## src/common/valu_pkg.sv

```systemverilog
// shared by every lane stage; the opcode and element-width codes are lane-internal, sew code 3 acts as 32 bits
`default_nettype none

package valu_pkg;

   localparam int unsigned VALU_XLEN    = 32;  // operand and result width
   localparam int unsigned VALU_PROD_W  = 64;  // full product width
   localparam int unsigned VALU_LATENCY = 4;   // strobe in to valid out, in clocks

   typedef enum logic [4:0] {
      ADD   = 5'd0,
      SUB   = 5'd1,
      AND   = 5'd2,
      OR    = 5'd3,
      XOR   = 5'd4,
      SLT   = 5'd5,   // set-on-compare group starts here
      SLTU  = 5'd6,
      SLE   = 5'd7,
      SLEU  = 5'd8,
      SGT   = 5'd9,
      SGTU  = 5'd10,
      SEQ   = 5'd11,
      SNE   = 5'd12,  // last compare
      MUL   = 5'd13,  // low half of product
      MULH  = 5'd14,  // signed high part
      MULHU = 5'd15   // unsigned high part
   } valu_op_e;

   typedef enum logic [1:0] {
      SEW8  = 2'd0,
      SEW16 = 2'd1,
      SEW32 = 2'd2
   } valu_sew_e;

   // signed treatment of operands, equality ops do not care
   function automatic logic valu_is_signed(input valu_op_e op);
      logic sgn;
      case (op)
         SLTU, SLEU, SGTU, SEQ, SNE, MULHU: sgn = 1'b0;  // zero-extended operands
         default:                           sgn = 1'b1;  // alu ops, signed compares, mul, mulh
      endcase
      return sgn;
   endfunction

   function automatic logic valu_is_compare(input valu_op_e op);
      logic cmp;
      case (op)
         SLT, SLTU, SLE, SLEU, SGT, SGTU, SEQ, SNE: cmp = 1'b1;
         default:                                   cmp = 1'b0;
      endcase
      return cmp;
   endfunction

   function automatic logic [5:0] valu_sew_bits(input valu_sew_e sew);
      logic [5:0] bits;
      case (sew)
         SEW8:    bits = 6'd8;
         SEW16:   bits = 6'd16;
         default: bits = 6'd32;  // SEW32 and the spare code
      endcase
      return bits;
   endfunction

endpackage : valu_pkg

`default_nettype wire

```

## src/rtl/valu_operand_stage.sv

```systemverilog
// samples the operands on every clock whether or not an op is valid; only the low sew bits of each operand matter
`timescale 1ns/10ps
`default_nettype none

module valu_operand_stage
   import valu_pkg::*;
(
   input  wire logic                 clk,
   input  wire logic                 rstn,
   input  wire valu_op_e             op_i,
   input  wire valu_sew_e            sew_i,
   input  wire logic [VALU_XLEN-1:0] opa_i,
   input  wire logic [VALU_XLEN-1:0] opb_i,
   output valu_op_e                  op_o,
   output valu_sew_e                 sew_o,
   output logic [VALU_XLEN-1:0]      opa_ext_o,
   output logic [VALU_XLEN-1:0]      opb_ext_o
);

   valu_op_e             op_q;   // stage 1 opcode
   valu_sew_e            sew_q;  // stage 1 element width
   logic [VALU_XLEN-1:0] opa_q;  // raw operands, no reset
   logic [VALU_XLEN-1:0] opb_q;

   // pushes the element to the top, then shifts it back with or without sign fill
   function automatic logic [VALU_XLEN-1:0] sew_extend(input logic [VALU_XLEN-1:0] val,
                                                      input valu_sew_e            sew,
                                                      input logic                 sgn);
      logic [5:0]           pad;  // bits above the element
      logic [VALU_XLEN-1:0] top;  // element left-aligned
      logic [VALU_XLEN-1:0] ext;
      pad = 6'(VALU_XLEN - valu_sew_bits(sew));
      top = val << pad;
      if (sgn)
         ext = $signed(top) >>> pad;  // sign fill
      else
         ext = top >> pad;            // zero fill
      return ext;
   endfunction

   always_ff @(posedge clk)
   begin
      if (!rstn)
      begin
         op_q  <= ADD;
         sew_q <= SEW32;
      end
      else
      begin
         op_q  <= op_i;
         sew_q <= sew_i;
      end
   end

   always_ff @(posedge clk)
   begin
      opa_q <= opa_i;
      opb_q <= opb_i;
   end

   assign op_o      = op_q;
   assign sew_o     = sew_q;
   assign opa_ext_o = sew_extend(opa_q, sew_q, valu_is_signed(op_q));  // later stages see 32 bits only
   assign opb_ext_o = sew_extend(opb_q, sew_q, valu_is_signed(op_q));

endmodule : valu_operand_stage

`default_nettype wire

```

## src/rtl/valu_compare.sv

```systemverilog
// expects operands already extended by the operand stage; non-compare opcodes give a zero flag
`timescale 1ns/10ps
`default_nettype none

module valu_compare
   import valu_pkg::*;
(
   input  wire logic                 clk,
   input  wire logic                 rstn,
   input  wire valu_op_e             op_i,
   input  wire logic [VALU_XLEN-1:0] opa_i,
   input  wire logic [VALU_XLEN-1:0] opb_i,
   output logic                      flag_o
);

   logic       lt;      // a below b under the opcode's signedness
   logic       eq;      // a equals b
   logic       flag_d;  // stage 1 result
   logic [1:0] flag_q;  // [0] at stage 2, [1] at stage 3

   always_comb
   begin
      if (valu_is_signed(op_i))
         lt = $signed(opa_i) < $signed(opb_i);
      else
         lt = opa_i < opb_i;
      eq = (opa_i == opb_i);
      case (op_i)
         SLT, SLTU: flag_d = lt;
         SLE, SLEU: flag_d = lt | eq;
         SGT, SGTU: flag_d = ~(lt | eq);  // strictly greater
         SEQ:       flag_d = eq;
         SNE:       flag_d = ~eq;
         default:   flag_d = 1'b0;        // arithmetic ops
      endcase
   end

   always_ff @(posedge clk)
   begin
      if (!rstn)
         flag_q <= 2'b00;
      else
         flag_q <= {flag_q[0], flag_d};  // matches the two arith registers
   end

   assign flag_o = flag_q[1];

endmodule : valu_compare

`default_nettype wire

```

## src/rtl/valu_arith.sv

```systemverilog
// operand register then result register, like a DSP slice; add and logic results sit in the low 32 bits
`timescale 1ns/10ps
`default_nettype none

module valu_arith
   import valu_pkg::*;
(
   input  wire logic                 clk,
   input  wire logic                 rstn,
   input  wire valu_op_e             op_i,
   input  wire logic [VALU_XLEN-1:0] opa_i,
   input  wire logic [VALU_XLEN-1:0] opb_i,
   output logic [VALU_PROD_W-1:0]    res_o,
   output valu_op_e                  op_o
);

   valu_op_e                    op_s2;   // opcode beside the operand register
   valu_op_e                    op_s3;   // opcode beside the result register
   logic [VALU_XLEN-1:0]        opa_s2;  // input register, a side
   logic [VALU_XLEN-1:0]        opb_s2;  // input register, b side
   logic signed [VALU_XLEN:0]   mul_a;   // one extra bit selects signed or unsigned
   logic signed [VALU_XLEN:0]   mul_b;
   logic signed [2*VALU_XLEN+1:0] prod; // 33x33 product, low 64 bits kept
   logic [VALU_PROD_W-1:0]      res_d;
   logic [VALU_PROD_W-1:0]      res_s3;  // product register

   always_ff @(posedge clk)
   begin
      if (!rstn)
      begin
         op_s2 <= ADD;
         op_s3 <= ADD;
      end
      else
      begin
         op_s2 <= op_i;
         op_s3 <= op_s2;
      end
   end

   always_ff @(posedge clk)
   begin
      opa_s2 <= opa_i;
      opb_s2 <= opb_i;
      res_s3 <= res_d;
   end

   // one multiplier serves mul, mulh and mulhu
   always_comb
   begin
      if (op_s2 == MULHU)
      begin
         mul_a = {1'b0, opa_s2};
         mul_b = {1'b0, opb_s2};
      end
      else
      begin
         mul_a = {opa_s2[VALU_XLEN-1], opa_s2};
         mul_b = {opb_s2[VALU_XLEN-1], opb_s2};
      end
      prod = mul_a * mul_b;
   end

   always_comb
   begin
      case (op_s2)
         ADD:             res_d = {{VALU_XLEN{1'b0}}, opa_s2 + opb_s2};  // carry dropped
         SUB:             res_d = {{VALU_XLEN{1'b0}}, opa_s2 - opb_s2};
         AND:             res_d = {{VALU_XLEN{1'b0}}, opa_s2 & opb_s2};
         OR:              res_d = {{VALU_XLEN{1'b0}}, opa_s2 | opb_s2};
         XOR:             res_d = {{VALU_XLEN{1'b0}}, opa_s2 ^ opb_s2};
         MUL, MULH, MULHU: res_d = prod[VALU_PROD_W-1:0];                 // full product
         default:         res_d = '0;  // compares take the flag path
      endcase
   end

   assign res_o = res_s3;
   assign op_o  = op_s3;

endmodule : valu_arith

`default_nettype wire

```

## src/rtl/valu_result_stage.sv

```systemverilog
// result_o only changes on a load, so it holds the last result between strobes
`timescale 1ns/10ps
`default_nettype none

module valu_result_stage
   import valu_pkg::*;
(
   input  wire logic                   clk,
   input  wire logic                   rstn,
   input  wire logic                   load_i,
   input  wire valu_op_e               op_i,
   input  wire valu_sew_e              sew_i,
   input  wire logic [VALU_PROD_W-1:0] res_i,
   input  wire logic                   flag_i,
   output logic [VALU_XLEN-1:0]        result_o
);

   logic [VALU_PROD_W-1:0] res_hi;    // product moved down by the element width
   logic [VALU_XLEN-1:0]   result_d;  // value to load

   always_comb
   begin
      res_hi = res_i >> valu_sew_bits(sew_i);
      if (valu_is_compare(op_i))
         result_d = {{(VALU_XLEN-1){1'b0}}, flag_i};  // 0 or 1
      else if (op_i == MULH || op_i == MULHU)
         result_d = res_hi[VALU_XLEN-1:0];            // upper element half, extended
      else
         result_d = res_i[VALU_XLEN-1:0];             // alu result or mul low part
   end

   always_ff @(posedge clk)
   begin
      if (!rstn)
         result_o <= '0;
      else if (load_i)
         result_o <= result_d;
   end

endmodule : valu_result_stage

`default_nettype wire

```

## src/rtl/valu_lane.sv

```systemverilog
// no back-pressure, a result is lost unless taken on its valid_o cycle; up to four ops in flight
`timescale 1ns/10ps
`default_nettype none

module valu_lane
   import valu_pkg::*;
(
   input  wire logic                 clk,
   input  wire logic                 rstn,
   input  wire logic                 valid_i,
   input  wire valu_op_e             op_i,
   input  wire valu_sew_e            sew_i,
   input  wire logic [VALU_XLEN-1:0] opa_i,
   input  wire logic [VALU_XLEN-1:0] opb_i,
   output logic                      valid_o,
   output logic [VALU_XLEN-1:0]      result_o
);

   logic [VALU_LATENCY:1]  vld_q;   // bit n marks a live op at stage n
   valu_op_e               s1_op;
   valu_sew_e              s1_sew;
   valu_sew_e              s2_sew;  // element width follows the op down
   valu_sew_e              s3_sew;
   logic [VALU_XLEN-1:0]   s1_opa;  // extended operands
   logic [VALU_XLEN-1:0]   s1_opb;
   valu_op_e               s3_op;
   logic [VALU_PROD_W-1:0] s3_res;
   logic                   s3_flag;

   always_ff @(posedge clk)
   begin
      if (!rstn)
      begin
         vld_q  <= '0;
         s2_sew <= SEW32;
         s3_sew <= SEW32;
      end
      else
      begin
         vld_q  <= {vld_q[VALU_LATENCY-1:1], valid_i};
         s2_sew <= s1_sew;
         s3_sew <= s2_sew;
      end
   end

   valu_operand_stage u_operand (
      .clk       (clk),
      .rstn      (rstn),
      .op_i      (op_i),
      .sew_i     (sew_i),
      .opa_i     (opa_i),
      .opb_i     (opb_i),
      .op_o      (s1_op),
      .sew_o     (s1_sew),
      .opa_ext_o (s1_opa),
      .opb_ext_o (s1_opb)
   );

   valu_compare u_compare (
      .clk    (clk),
      .rstn   (rstn),
      .op_i   (s1_op),
      .opa_i  (s1_opa),
      .opb_i  (s1_opb),
      .flag_o (s3_flag)  // already two clocks late
   );

   valu_arith u_arith (
      .clk   (clk),
      .rstn  (rstn),
      .op_i  (s1_op),
      .opa_i (s1_opa),
      .opb_i (s1_opb),
      .res_o (s3_res),
      .op_o  (s3_op)
   );

   valu_result_stage u_result (
      .clk      (clk),
      .rstn     (rstn),
      .load_i   (vld_q[VALU_LATENCY-1]),  // stage 3 valid
      .op_i     (s3_op),
      .sew_i    (s3_sew),
      .res_i    (s3_res),
      .flag_i   (s3_flag),
      .result_o (result_o)
   );

   assign valid_o = vld_q[VALU_LATENCY];  // rises with the loaded result

endmodule : valu_lane

`default_nettype wire

```

## config.mk

```make
export PLATFORM = sky130hd
export DESIGN_NAME = valu_lane
export DESIGN_NICKNAME = d
export VERILOG_FILES = /design/src/common/valu_pkg.sv /design/src/rtl/valu_operand_stage.sv /design/src/rtl/valu_compare.sv /design/src/rtl/valu_arith.sv /design/src/rtl/valu_result_stage.sv /design/src/rtl/valu_lane.sv
export SDC_FILE = /design/constraint.sdc
export NUM_CORES = 2
export LEC_CHECK = 0
export BUFFER_PORTS_ARGS = -buffer_cell sky130_fd_sc_hd__buf_2
export CAP_MARGIN = 20
export CORE_MARGIN = 2
export CORE_UTILIZATION = 45
export DETAILED_ROUTE_END_ITERATION = 16
export GPL_TIMING_DRIVEN = 1
export PLACE_DENSITY_LB_ADDON = 0.1
export SYNTH_ARGS = -nofsm -noshare
export SYNTH_HDL_FRONTEND = slang
export SYNTH_HIERARCHICAL = 1
export SYNTH_SLANG_ARGS = --single-unit
```

## constraint.sdc

```tcl
create_clock -name clk -period 7.8 [get_ports clk]
set_input_delay 0.78 -clock clk [delete_from_list [all_inputs] [get_ports clk]]
set_output_delay 0.78 -clock clk [all_outputs]
set_load 0.05 [all_outputs]
```

; Word-level counts from Yosys, hierarchy flattened
; Memories as Yosys holds them, arrays and structs flattened. A register that Yosys moved wholly into a read port is not among the register bits.
; Cells that the tools add are included.
[op_classes]
mul = 1
n_reduce_logical = 9
magnitude_cmp = 2
n_eq_ne = 21
bitwise = 6
n_addsub = 3
shift = 7
mux = 13
[ops]
columns = op, count
row1 = case mux 64 bit (6 select lines), 1
row2 = 2-to-1 mux 32 bit, 4
row3 = 2-to-1 mux 33 bit, 2
row4 = less-than comparator 32 bit, 2
row5 = multiplier 33 x 33 -> 64 bit, 1
row6 = left shift 32 x 6 -> 32 bit, 2
row7 = right shift 32 x 6 -> 32 bit, 2
row8 = right shift 64 x 6 -> 32 bit, 1
row9 = >>> shifter 32 x 6 -> 32 bit, 2
row10 = == test 5 x 4 -> 1 bit (second input constant), 11
row11 = adder 32 bit, 1
row12 = AND 32 bit, 1
row13 = == test 32 bit, 1
row14 = bitwise OR 32 bit, 1
row15 = subtractor 32 bit, 1
row16 = bitwise XOR 32 bit, 1
row17 = case mux 6 bit (2 select lines), 2
row18 = == test 5 x 3 -> 1 bit (second input constant), 4
row19 = == test 5 x 2 -> 1 bit (second input constant), 2
row20 = OR reduction 2 bit, 3
row21 = OR reduction 6 bit, 1
row22 = subtractor 6 bit (first input constant), 1
row23 = == test 5 x 1 -> 1 bit (second input constant), 1
row24 = logical NOT 5 bit, 1
row25 = other kinds (9), 13
[totals]
ff_bits = 251
output_inout_bits = 33
memories = 1
mem_bits_ro = 16
wordCells = 77
input_bits = 74
[mem_list]
columns = memory, depth, width, rd, rd_clocked_by_memory_dff, write_ports, line_no
row1 = (name not given), 16, 1, 1, 1, 0, valu_pkg.sv:47  ; case (op)

; Longest topological paths before layout
[logic_depth]
ltp_word = 11
depth_mapped = 32
ltp_nobuf = 30

; Cells and area by module
; The synthesis kept the hierarchy.
[modules_own_cells]
columns = module, n_inst, seq_area_each_um2, cells_per_inst, area_per_inst_um2
row1 = valu_arith, 1, 2762.6, 4986, 44338.8
row2 = valu_operand_stage, 1, 1421.4, 354, 3196.8
row3 = valu_result_stage, 1, 640.6, 266, 2154.6
row4 = valu_compare, 1, 40.0, 145, 1093.5
row5 = valu_lane, 1, 160.2, 16, 210.2

; Least setup slack after synthesis
; No wires, ideal clock.
[synth_timing]
path_kind = register to register
start = register u_arith.op_s2[2]
end = register u_arith.res_s3[58] (netlist: u_arith/res_o[58])
slack_ps = -110
arrival_ps = 7783
period_less_slack_ps = 7910
required_ps = 7672
setup_time_ps = 128
path_stages_with_launch = 28
n_path_buf = 3
cell_sequence = dfxtp_1 > nor2b_1 > nand4_1 > clkbuf_1 > clkbuf_1 > and3_1 > fa_1 > fa_1 > fa_1 > inv_1 > fa_1 > fa_1 > fa_1 > fa_1 > fa_1 > inv_1 > ha_1 > clkbuf_1 > a21o_1 > a221oi_1 > o21a_1 > o211ai_1 > a211oi_1 > a31oi_2 > a211oi_2 > a211oi_2 > xnor2_1 > nor2_1
[synth_between]
elab_chain_cells = 4
word_cells_on_any_way = 13
cone_classes = mul (1) / eq/ne (7) / mux (3) / reduce/logical (2)
[synth_rtl]
columns = element, line_no
row1 = from (decl), valu_arith.sv:17  ; valu_op_e op_s2;
row2 = from (signal assigned), valu_arith.sv:36  ; op_s2 <= op_i;
row3 = == test 5 x 4 -> 1 bit, "valu_arith.sv:51, valu_arith.sv:66"
row4 = 2-to-1 mux 33 bit, valu_arith.sv:51  ; if (op_s2 == MULHU)
row5 = multiplier 33 x 33 -> 64 bit, valu_arith.sv:61  ; prod = mul_a * mul_b;
row6 = case mux 64 bit (6 select lines) *, valu_arith.sv:66  ; case (op_s2)
row7 = named net u_arith.res_d[58], valu_arith.sv:24  ; logic [VALU_PROD_W-1:0] res_d;
row8 = to (signal assigned), valu_arith.sv:45  ; res_s3 <= res_d;
row9 = to (decl), valu_arith.sv:25  ; logic [VALU_PROD_W-1:0] res_s3;
; The timed path passes the listed nets; every way through them passes the cells marked *.
; A chain may end at the register's enable or synchronous reset.

; Final worst setup path
; Ends and elaborated chain as after synthesis.

==> qor.csv <==
metric,value,unit
outcome,finished with violations,
violations,setup timing,
cp.arrival,8.33,ns
synth.avg_cell_area,8.84,µm²
io_buffers,106,
ys_seq_area_frac,0.0985,
ys_ff_latch,251,
synthTopCellsByArea,"fa_1 44%, dfxtp_1 9.9%, inv_1 9.2%, ha_1 8.4%, nand2_1 6.6%",
grt_max_degree,62,
setup_violations,10,
drtAntennaViolNets,0,
r2r-start,u_arith/op_s2[2]$_SDFF_PN0_,
placed_area,0.0575,mm²
worstSetupPathType,reg -> reg,
synth_top_area_cell,fa_1,
tritoncts,done,
grt_pass1_wl,285000,µm
drt-wirelength-per-cell,24.7,µm
hp-class,in -> reg,
crit_path_start_kind,register,
synth_ff_type,dfxtp_1,
end_kind,register,
layout_setup_ws,-0.105,ns
syn2layout_area_growth,16.6,%
grt_pass1_vias,43300,
via_count,41700,
clockBufferDepth,3,
crit_top_cell,fa_1,
root_buffer,clkbuf_16,
route.detailed.drc,0,
chipWidth,341,µm
rows,123,
cp_slowest_cell,fa_2,
hold_viol,0,
grt_setup_unrepaired,true,
ys_warn_count,6,
ios,107,
firstDrtPassIters,8,
fin_crit,7.91,ns
clkLatencyLatePin,0.57,ns
dieArea,0.116,mm²
vias_per_cell,5.39,
critical_path.startpoint,u_arith/op_s2[2]$_SDFF_PN0_,
n_fill_cell,10700,
fin_tns_setup,-0.452,ns
worstPathRequired,8.22,ns
grt_util_all_layers,0.333,
finalCritPeriodShare,1.01,
dp_hpwl,160000,µm
drt_iter0_drc,3840,
placed_cells,7646,
ys_async_sr_fraction,0,
final_area,0.0595,mm²
clk_pin_slew,0.06,ns
crit_path_max_fanout,6,
nNetsFinal,7746,
overflow,0,
drv_cap,0,
place_congestion,1.03,
synth_top_area_frac,0.442,
final_cells,7726,
ys_types,101,
htree_num_levels,1,
core_area,0.112,mm²
dieHeight,341,µm
worstHoldStart,opa_i[4],
start_util,0.453,
finish.utilization,0.529,
tightest_slew,1.12,ns
synth_most_common_cell,inv_1,
syn_inst,5767,
slowest_delay,0.62,ns
timing.fmax,0.126,GHz
final_max_slew_viol_count,0,
fin_worst_skew,0.0241,ns
antenna_found_initial,7,
synthesis.area,0.0510,mm²
drive_gt1_frac,0.160,
synth-edff-count,0,
slew_headroom,0.252,
cts_buffers,27,
routed_wl,191000,µm
cts_sinks,251,
syn_nets,7309,
ys_top_cells_by_count,"1250 x inv_1, 1126 x fa_1, 900 x nand2_1",
layout by cell type (no fill, tap or decap), types with 11 or more instances in the layout:
cell type	Yosys	layout
a211oi_1	24	22
a211oi_2	9	11
a21o_1	55	55
a21oi_1	173	149
a21oi_2	4	26
a221oi_1	14	12
a222oi_1	15	15
a31oi_1	13	11
and2_1	46	43
and3_1	32	24
buf_12	0	74
buf_2	24	106
buf_4	4	512
buf_6	5	20
clkbuf_16	0	29
clkinv_1	23	20
dfxtp_1	251	232
dfxtp_2	0	15
fa_1	1126	1116
ha_1	342	321
ha_4	0	16
inv_1	1250	1228
inv_2	13	34
mux2i_1	85	85
nand2_1	900	889
nand2b_1	19	19
nand3_1	48	46
nand4_1	19	19
nor2_1	432	428
nor2b_1	25	24
nor3_1	23	20
o211ai_1	26	26
o21a_1	22	22
o21ai_0	125	108
o21ai_1	29	42
o21bai_1	12	12
o22ai_1	11	11
o31ai_1	18	17
xnor2_1	98	94
xor2_1	31	27
kinds of logic after synthesis:
logic type,after synthesis,synth area share
and+or+nand+nor,1604,0.133
muxes,99,0.0210
buffers and inverters,1596,0.119
DFF,251,0.0985
adders and majority gates,1468,0.526
xor gates and xnor gates,130,0.0225
AOI/OAI and AO/OA,619,0.0794
per-stage QoR:
stage,worst slack [ns],hold WS [ns]
6_report,-0.105,0.313
5_1_grt,-0.389,0.292
4_1_cts,-0.128,0.286
3_5_place_dp,-0.479,0.395
3_3_place_gp,-0.411,0.400
2_1_floorplan,0.0104,0.386
timing repair:
action                     in CTS  in global routing
cloned                          0                  2
setup endpoints to repair      25                 35
resized for setup              51                161
setup buffers                   7                 22
hold buffers                    0                  0
pin swaps                      35                101
worst max-delay path, delay by kind of cell (launching register included):
kind / cells / cell delay, ns
adder cells (fa/ha/maj): 9 / 4.47
flip-flops: 1 / 0.32
AO/OA/AOI/OAI: 6 / 1.34
buffers and inverters: 7 / 0.80
XOR/XNOR: 1 / 0.14
AND/OR/NAND/NOR: 6 / 0.67
layer usage:
layer	share of wire	track usage
met5	0	0
met4	0.050	0.128
met3	0.082	0.0514
met2	0.45	0.527
met1	0.41	0.463
final timing paths:
kind / endpoint / slack, ns / depth (start not counted)
setup / recovery: u_arith/res_o[58]$_DFF_P_ / -0.11 / 29
hold reg to reg: s3_sew[1]$_SDFF_PN1_ / 0.41 / 1
hold / removal: u_operand/opa_q[4]$_DFF_P_ / 0.31 / 1
setup reg to reg: u_arith/res_o[58]$_DFF_P_ / -0.11 / 29
area by class of cell:
class,instances,area (µm²),area share
Multi-Input combinational cell,3920,40600,0.683
Timing Repair Buffer,716,6160,0.104
Sequential cell,251,5060,0.0851
Inverter,1288,4850,0.0816
Tap cell,1500,1880,0.0316
Clock buffer,37,753,0.0127
Clock inverter,13,174,0.00292
Antenna cell,1,2.50,0.0000421
sequential cells by signal, summed over array words and instances (netlist names), 32 cells and up:
name               cells
u_arith/opa_s2        32
u_operand/opb_q       32
u_operand/opa_q       32
u_result/result_o     32
u_arith/opb_s2        32
u_arith/res_o         64
Power is left out: the tool's default activity adds up to more than one toggle a clock period on the data nets, which glitch-free logic cannot reach.
